$ cat config.mk
export PLATFORM = sky130hd
export DESIGN_NAME = bus_decoder
export DESIGN_NICKNAME = d
export VERILOG_FILES = /design/src/verilog/soc_map_pkg.sv /design/src/verilog/bus_decoder.sv
export SDC_FILE = /design/constraint.sdc
export NUM_CORES = 1
export LEC_CHECK = 0
export BUFFER_PORTS_ARGS = -buffer_cell sky130_fd_sc_hd__buf_2
export CELL_PAD_IN_SITES_DETAIL_PLACEMENT = 1
export CELL_PAD_IN_SITES_GLOBAL_PLACEMENT = 1
export CORE_AREA = 2 2 296 298
export CTS_CLUSTER_SIZE = 16
export DETAILED_ROUTE_END_ITERATION = 8
export DIE_AREA = 0 0 298 300
export PLACE_DENSITY = 0.72
export REMOVE_ABC_BUFFERS = 1
export SETUP_SLACK_MARGIN = 0.02
export SYNTH_ARGS = -nofsm -noshare
export SYNTH_HDL_FRONTEND = slang
export SYNTH_SLANG_ARGS = --single-unit
$ cat constraint.sdc
create_clock -name clk -period 1.8 [get_ports clk]
set_clock_uncertainty 0.2 [all_clocks]
set_input_delay 0.09 -clock clk [delete_from_list [all_inputs] [get_ports clk]]
set_output_delay 0.09 -clock clk [all_outputs]
set_load 0.05 [all_outputs]
$ cat src/verilog/soc_map_pkg.sv
package soc_map_pkg;

    // address map, each region is one 4k page
    localparam logic [63:0] reset_vector = 64'h0000_0000_0000_0080;
    localparam logic [63:0] ram_base     = 64'h0000_0000_0000_1000;
    localparam logic [63:0] key_base     = 64'h0000_0000_0000_2000;
    localparam logic [63:0] art_base     = 64'h0000_0000_0000_3000;
    localparam int          region_bits  = 12;     // page offset bits

    localparam int ram_words = 16;                 // 64-bit words
    localparam int ram_aw    = $clog2(ram_words);
    localparam int rom_words = 64;                 // 32-bit instructions
    localparam int rom_aw    = $clog2(rom_words);

    // peripheral port widths
    localparam int key_width = 64;
    localparam int art_width = 8;                  // one character

    typedef struct packed {
        logic [63:0] addr;
        logic [63:0] wdata;
        logic        write;                        // 1 = sd, 0 = ld
        logic        valid;
    } bus_req_t;

    typedef struct packed {
        logic [63:0] rdata;
        logic        valid;                        // read data returned
    } bus_rsp_t;

endpackage

$ cat src/verilog/bus_decoder.sv
`timescale 1ns/1ps

module bus_decoder import soc_map_pkg::*; (
    input  logic                 clk,
    input  logic                 reset,
    input  bus_req_t             bus_req,
    output logic                 bus_ready,
    output bus_rsp_t             bus_rsp,
    input  logic [key_width-1:0] key_data,
    input  logic                 key_valid,
    output logic                 key_ready,
    output logic [art_width-1:0] art_data,
    output logic                 art_valid,
    input  logic                 art_ready
);

    logic [63:0]       ram [ram_words];     // scratch ram, doublewords
    logic [ram_aw-1:0] ram_idx;
    logic              hit_ram, hit_key, hit_art;
    logic              accept, rd_accept;
    logic [63:0]       rd_data;
    logic [63:0]       rsp_rdata;
    logic              rsp_valid;

    // page compare
    assign hit_ram = bus_req.addr[63:region_bits] == ram_base[63:region_bits];
    assign hit_key = bus_req.addr[63:region_bits] == key_base[63:region_bits];
    assign hit_art = bus_req.addr[63:region_bits] == art_base[63:region_bits];
    assign ram_idx = bus_req.addr[ram_aw+2:3];  // 8-byte words

    // key read waits for a key, art write waits for the sink
    always_comb begin
        bus_ready = 1'b1;                       // ram and unmapped never stall
        if (hit_key && !bus_req.write)
            bus_ready = key_valid;
        else if (hit_art && bus_req.write)
            bus_ready = art_ready;
    end

    assign accept    = bus_req.valid && bus_ready;
    assign rd_accept = accept && !bus_req.write;

    // key is consumed by the accepted read
    assign key_ready = bus_req.valid && !bus_req.write && hit_key && key_valid;
    assign art_valid = bus_req.valid && bus_req.write && hit_art;
    assign art_data  = bus_req.wdata[art_width-1:0];   // low byte only

    always_comb begin
        if (hit_ram)
            rd_data = ram[ram_idx];
        else if (hit_key)
            rd_data = key_data;
        else
            rd_data = '0;                       // unmapped or art read
    end

    always_ff @(posedge clk) begin
        if (accept && bus_req.write && hit_ram)
            ram[ram_idx] <= bus_req.wdata;
        if (rd_accept)
            rsp_rdata <= rd_data;
    end

    always_ff @(posedge clk or negedge reset) begin
        if (!reset)
            rsp_valid <= 1'b0;
        else
            rsp_valid <= rd_accept;             // data one cycle after accept
    end

    assign bus_rsp = '{rdata: rsp_rdata, valid: rsp_valid};

endmodule

==> summary.md, run 1 <==
| Metric | Value |
|---|---|
| Initial Util | `47.7%` |
| Area growth, synth to finish | `27.0%` |
| Hold Path Class | `primary input to flip-flop` |
| Yosys Warn Count | `0` |
| CTS clock-pin slew for the worst setup and hold paths | `0.06 ns` |
| ANT nets after route | `0` |
| Status | `finished, violations left` |
| Critical path data arrival time | `2.29 ns` |
| Total Power | `0.0537 W` |
| PD cells | `1030 nW/µm²` |
| Dpl cells | `3,308` |
| Layout cells sized above 1 | `40.7%` |
| WS Path Type | `primary input to flip-flop` |
| Clock Tree Buf Depth | `3` |
| Post-synth EDFFs | `1,088` |
| Rel. slew slack | `12.8%` |
| Inserted Clock Buffers | `107` |
| Hold path depth | `3` |
| All-layer global routing usage | `25.3%` |
| Chip width | `298 µm` |
| Main synth FF type | `edfxtp_1` |
| RePlAce Congestion | `0.893` |
| Max-slew violations | `0` |
| Fin Setup TNS | `-180.32 ns` |
| DR top layer | `met5` |
| Max-Cap Viols | `0` |
| Final WS setup | `-0.316 ns` |
| Largest net degree at the start of global routing | `42` |
| Async SR Flop Fraction | `0.0918%` |
| M1 WL | `44.6 mm` |
| Routed wl met2 | `58.4 mm` |
| Placement Rows | `108` |
| DP HPWL | `67.5 mm` |
| Fin crit share | `118%` |
| IO Port Bufs | `265` |
| Fin nets | `2,617` |
| Final non-filler cell total | `3,661` |
| Worst Path Required | `1.97 ns` |
| Routed wire length | `112 mm` |
| Slew @ Worst Pin | `1.31 ns` |
| RSZ-0062 raised after global routing | `yes` |
| Cell area after synthesis | `41,100 µm²` |
| Clk Tree Root Cell | `clkbuf_16` |
| Syn_area_per_cell | `23.2 µm²` |
| Failing checks | `setup timing` |
| Layout Utilization | `60.6%` |
| Area of the multi-input gates | `8400 µm²` |
| Hold Vio Cnt, Final | `0` |
| Max Clk Rate | `472 MHz` |
| Number of global-route vias before repair | `23,700` |
| Critical Path Fanout Max | `13` |
| Iteration-0 DRC Markers | `2,128` |
| Clk_lat worst skew | `0.68 ns` |
| Residual DRC | `0` |
| First-pass GRT wire length | `165 mm` |
| IO Pins | `274` |
| Fill count | `7,263` |
| CTS tree | `built` |
| Worst setup EP type | `flip-flop` |
| Mapped Cells | `1,772` |
| Min cycle time layout | `2.12 ns` |
| GRT Residual Overflow | `0` |
| Setup WS pre-CTS | `-1.12 ns` |
| Sequential area share after synthesis | `79.5%` |
| DR WL/cell | `30.7 µm` |
| Via Count | `21,800` |
| CORE AREA | `86,200 µm²` |
| Drt first pass iters | `5` |
| Yosys reg bits | `1,089` |
| FF/Latch Area | `32,700 µm²` |
| Met3 wire length | `6.84 mm` |
| Static Leakage | `17.3 nW` |
| DIE AREA | `89,400 µm²` |
| Peak VDD IR | `849 µV` |
| Reg2Reg Depth | `4` |
| CP startpoint kind | `primary input` |
| CTS Sinks | `1,089` |
| Setup-failing EPs final | `1,094` |
| Vias per Instance | `5.95` |
| Htree depth | `3` |
| Initial antenna violation count | `6` |
| Distinct cell type count after synthesis | `28` |
| Die Y | `300 µm` |
## final timing paths
kind,start,end,slack [ns]
max in group asynchronous,reset,rsp_valid$_DFF_PN0_,1.18
min in group asynchronous,reset,rsp_valid$_DFF_PN0_,0.10
setup reg to reg,ram[6][12]$_DFFE_PP_,rsp_rdata[12]$_DFFE_PP_,-0.21
hold / removal,key_data[31],rsp_rdata[31]$_DFFE_PP_,0.04
setup / recovery,bus_req[98],ram[3][24]$_DFFE_PP_,-0.32
hold reg to reg,ram[14][0]$_DFFE_PP_,rsp_rdata[0]$_DFFE_PP_,0.68
## state kept, by name (all words and copies together), names as in the netlist
signal     cells
rsp_valid      1
ram         1024
rsp_rdata     64
## synthesized netlist by cell type, types with 2 or more instances
cell type | count | area share [%]
a22o_1 | 64 | 1.4
buf_1 | 20 | 0.18
nor2b_1 | 2 | 0.030
buf_2 | 39 | 0.47
buf_4 | 11 | 0.20
inv_1 | 2 | 0.018
edfxtp_1 | 1088 | 79
nand2b_1 | 2 | 0.030
nand4_1 | 4 | 0.061
buf_6 | 2 | 0.055
nor3_1 | 8 | 0.097
or2_2 | 2 | 0.030
a22oi_1 | 128 | 2.3
nor4_1 | 20 | 0.30
mux4_2 | 256 | 14
nand3_1 | 2 | 0.024
nand2_1 | 68 | 0.62
nor2_1 | 6 | 0.055
clkbuf_1 | 37 | 0.34
and3b_1 | 2 | 0.043
buf_8 | 2 | 0.073
## placed cells by master (no fill, tap or decap), drive strengths merged, types with 6 or more instances in the layout
master / synthesis / routed
clkinvlp: 0 / 7
buf: 74 / 504
mux4: 256 / 256
clkinv: 0 / 42
bufinv: 0 / 13
clkbuf: 37 / 129
inv: 2 / 7
dlygate4sd3: 0 / 135
a22o: 64 / 64
edfxtp: 1088 / 1088
nor4: 21 / 21
bufbuf: 0 / 6
nand2: 68 / 68
nor3: 8 / 8
nor2: 6 / 6
a22oi: 128 / 128
## repair_timing
item                        CTS  global route
buffers inserted             10             0
hold endpoints to repair   1157             0
cloned                        7             5
gates resized for setup      91            25
pin swaps                    67             8
hold buffers                135             0
setup endpoints to repair  1102          1130
## cells by family (layout without fill, tap and decap cells)
family,count (synthesis),in the layout,share of synthesized area (%)
AOI/OAI and AO/OA,194,194,3.74
other,0,4,0
muxes,256,256,14.0
DFF,1089,1089,79.5
buffers and inverters,113,843,1.34
and+or+nand+nor,120,120,1.38
## report_power, final
part           total, W  switching, W  internal (W)
clock            0.0226       0.00962        0.0129
combinational   0.00318       0.00186       0.00132
sequential       0.0280     0.0000211        0.0279
## critical path: stages
cell and delay [ns]:
buf_2 0.11, nor4_2 0.34, nand3_1 0.18, nor4_4 0.34
nand3b_2 0.15, buf_12 0.18, buf_4 0.16, nor3_4 0.22
buf_6 0.18, bufbuf_16 0.31
## metrics by stage
step                area, µm²  hold slack, ns
floorplan               40600          -0.406
global placement        46400          -0.336
detailed placement      46400          -0.333
CTS                     52000         0.00375
global route            52200          0.0460
finish                  52200          0.0447
## final cells by class
class                      count  area share (%)
clock buffer                 125            5.34
antenna                        4          0.0192
timing repair buffer         649            11.8
tap                         1155            2.77
inverter                       2          0.0144
multi-input combinational    570            16.1
clock inverter                67            1.37
sequential                  1089            62.6
## metal layers
metal | up-vias | global-route usage, %
met4 | 4 | 7.04
met3 | 176 | 3.92
met2 | 954 | 43.4
met5 | - | 0
met1 | 11700 | 34.0
li1 | 8963 | -
(Power assumes the default switching activity.)
==> run 2, diff against run 1 <==
--- a/config.mk
+++ b/config.mk
@@ -13,4 +13,5 @@
 export DETAILED_ROUTE_END_ITERATION = 8
 export DIE_AREA = 0 0 298 300
+export HOLD_SLACK_MARGIN = 0.05
 export PLACE_DENSITY = 0.72
 export REMOVE_ABC_BUFFERS = 1
==> constraint.sdc (replaced) <==
create_clock -name clk -period 1.8 [get_ports clk]
set_clock_uncertainty 0.2 [all_clocks]
set_input_delay 0.36 -clock clk [delete_from_list [all_inputs] [get_ports clk]]
set_output_delay 0.36 -clock clk [all_outputs]
set_load 0.05 [all_outputs]
==> summary.md, run 2 (synthesized netlist as in run 1, its figures left out) <==
| Metric | Value |
|---|---|
| P_sw | `0.0116 W (+1.3%)` |
| Worst Path Required | `1.24 ns (-0.73 ns)` |
| Residual DRC | `0 (unchanged)` |
| Drt first pass iters | `7 (+2)` |
| IO Port Bufs | `265 (unchanged)` |
| Most common cell after layout, fill and taps aside | `edfxtp_1` |
| Static Leakage | `17.8 nW (+2.7%)` |
| Fin nets | `2,677 (+2.3%)` |
| Routed wire length | `124 mm (+10%)` |
| Layout Utilization | `61.5% (+0.95 points)` |
| DIE AREA | `89,400 µm² (unchanged)` |
| RePlAce Congestion | `0.889 (-0.45%)` |
| Final WS setup | `-0.826 ns (-0.509 ns)` |
| CTS tree | `built` |
| Fin Setup TNS | `-714.80 ns (-534.48 ns)` |
| IO Pins | `274 (unchanged)` |
| CP peak stage delay | `0.34 ns (about the same)` |
| Hold Vio Cnt, Final | `0 (unchanged)` |
| Max-slew violations | `0 (unchanged)` |
| Highest-count cells in the layout ignoring fill and taps | `1,088 x edfxtp_1, 256 x mux4_2, 248 x buf_2` |
| Max FFs per register | `1,024 (unchanged)` |
| Clock Tree Buf Depth | `3 (unchanged)` |
| GRT Residual Overflow | `0 (unchanged)` |
| First-pass GRT wire length | `163 mm (-1.5%)` |
| Failing checks | `setup timing` |
| Reg2Reg Depth | `4 (unchanged)` |
| Internal power | `0.0416 W (-1.4%)` |
| Setup WS pre-CTS | `-1.45 ns (-0.326 ns)` |
| Inserted Clock Buffers | `108 (+0.93%)` |
| Worst setup EP type | `primary output` |
| Final instance area | `53,100 µm² (+1.6%)` |
| CP startpoint kind | `primary input` |
| Seq pwr share | `52.5% (+0.4 points)` |
| Crit-path slowest cell | `nor4_2` |
| Placement Rows | `108 (unchanged)` |
| Part of the power in the clock network | `41.6% (-0.4 points)` |
| Layout cells sized above 1 | `39.7% (-1.0 points)` |
| CORE AREA | `86,200 µm² (unchanged)` |
| Min cycle time layout | `2.63 ns (+0.509 ns)` |
| Vias per Instance | `6.14 (+3.2%)` |
| Iteration-0 DRC Markers | `2,735 (+29%)` |
| Htree depth | `3 (unchanged)` |
| Status | `finished, violations left` |
| Via Count | `22,800 (+4.8%)` |
| Worst R2R Start | `ram[10][58]$_DFFE_PP_` |
| CTS Sinks | `1,089 (unchanged)` |
| Top delay family on crit path | `simple AND/OR/NAND/NOR gates` |
| Crit path depth | `9 (-1)` |
| Initial Util | `47.7% (unchanged)` |
| Dpl cells | `3,308 (unchanged)` |
| Largest net degree at the start of global routing | `40 (-4.8%)` |
| ANT nets after route | `0 (unchanged)` |
| Critical path data arrival time | `2.07 ns (-0.22 ns)` |
| Max Clk Rate | `381 MHz (-19%)` |
| Critical Path Fanout Max | `4 (-9)` |
| Net Sw Frac | `21.9% (+0.46 points)` |
| Clk Tree Root Cell | `clkbuf_16` |
| PD cells | `1000 nW/µm² (-2.4%)` |
| Max-Cap Viols | `0 (unchanged)` |
| Number of global-route vias before repair | `23,700 (-0.35%)` |
| CP bufs+invs | `4 (-1)` |
| Final non-filler cell total | `3,716 (+1.5%)` |
| Rel. slew slack | `21.1% (+8.3 points)` |
| Die Y | `300 µm (unchanged)` |
| Critical path cell sequence | `buf_6 -> nor4_4 -> nand4_1 -> nor4_2 -> buf_4 -> buf_6 -> and3b_4 -> and3_4 -> buf_8` |
| DP HPWL | `67.5 mm (about the same)` |
| Largest register by flop count | `ram` |
| Comb pwr share | `5.9% (about the same)` |
| DP Area | `46,300 µm² (-0.27%)` |
| Setup-failing EPs final | `1,204 (+10%)` |
| Fin crit share | `146% (+28 points)` |
| CP dominant cell by count | `buf_6` |
| DR WL/cell | `33.3 µm (+8.6%)` |
| Hold Path Class | `primary input to flip-flop` |
| Worst r2r dst | `rsp_rdata[58]$_DFFE_PP_` |
| RSZ-0062 raised after global routing | `yes` |
| Top Registers | `ram (1024), rsp_rdata (64), rsp_valid (1)` |
| Peak VDD IR | `866 µV (+1.9%)` |
| Fill count | `7,130 (-1.8%)` |
| Area growth, synth to finish | `29.0%` |
| Chip width | `298 µm (unchanged)` |
| WS Path Type | `primary input to primary output` |
| Initial antenna violation count | `7 (+1)` |
| Slew @ Worst Pin | `1.18 ns (-0.128 ns)` |
| R2R Setup Slk | `-0.40 ns (-0.19 ns)` |
| All-layer global routing usage | `24.9% (-0.39 points)` |
| CTS clock-pin slew for the worst setup and hold paths | `0.06 ns (about the same)` |
| Min-Delay Startpoint | `key_valid` |
| Critical Path End | `key_ready` |
| CP Launch Point | `bus_req[90]` |
| Clk_lat worst skew | `0.68 ns (about the same)` |
run 2: changes by cell type in the layout (fill, tap and decap cells not counted), sizes merged:
cell	before	now
buf	504	548
clkbuf	129	164
clkinvlp	7	1
bufbuf	6	1
bufinv	13	8
dlygate4sd3	135	130
inv	7	5
clkinv	42	41
run 2: metal layers:
metal	wire length (µm)	part of all wire [%]	track usage (%)	vias up
li1	-	-	-	9088
met1	46800	38	33.2	12200
met2	63500	51	42.3	1315
met3	9080	7.3	4.36	260
met4	4300	3.5	7.68	6
met5	38	0.031	0	-
run 2: what timing repair did:
item / 4_1_cts / 5_1_grt
cloned: 9 / 39
hold endpoints to repair: 1089 / 0
pin swaps: 15 / 11
hold buffers: 130 / 0
setup buffers: 16 / 28
setup endpoints to repair: 1221 / 1221
resized for setup: 65 / 108
run 2: worst min-delay path by stage:
stage	endpoint	slack, ns	cells after the start
CTS	rsp_valid$_DFF_PN0_	0.06	4
global route	rsp_valid$_DFF_PN0_	0.09	4
detailed placement	rsp_valid$_DFF_PN0_	-0.06	1
global placement	rsp_valid$_DFF_PN0_	-0.07	1
floorplan	rsp_valid$_DFF_PN0_	-0.14	0
finish	rsp_valid$_DFF_PN0_	0.11	4
run 2: metrics by stage:
stage          power, W  hold WS (ns)
2_1_floorplan    0.0297        -0.136
3_3_place_gp     0.0312       -0.0659
3_5_place_dp     0.0313       -0.0641
4_1_cts          0.0532        0.0631
5_1_grt          0.0546        0.0884
6_report         0.0533         0.107
run 2: tightest hold or removal path, stage by stage:
cell and delay, ns:
buf_2 0.12, inv_1 0.09, a21boi_4 0.08, buf_12 0.16
run 2: layout make-up:
type | instances | area [µm²] | area share, %
sequential | 1089 | 32700 | 61.6
multi-input combinational | 570 | 8230 | 15.5
timing repair buffer | 708 | 7310 | 13.8
clock buffer | 135 | 2870 | 5.41
tap | 1155 | 1450 | 2.72
clock inverter | 53 | 490 | 0.924
antenna | 4 | 10.0 | 0.0189
inverter | 2 | 7.51 | 0.0141
run 2: power groups by stage:
stage / clock network [W] / logic (W) / registers (W)
final: 0.0221 / 0.00315 / 0.0280
after global routing: 0.0233 / 0.00332 / 0.0280
after floorplan: 0 / 0.000845 / 0.0288
after detailed placement: 0 / 0.00281 / 0.0285
after global placement: 0 / 0.00271 / 0.0285
after CTS: 0.0222 / 0.00309 / 0.0280
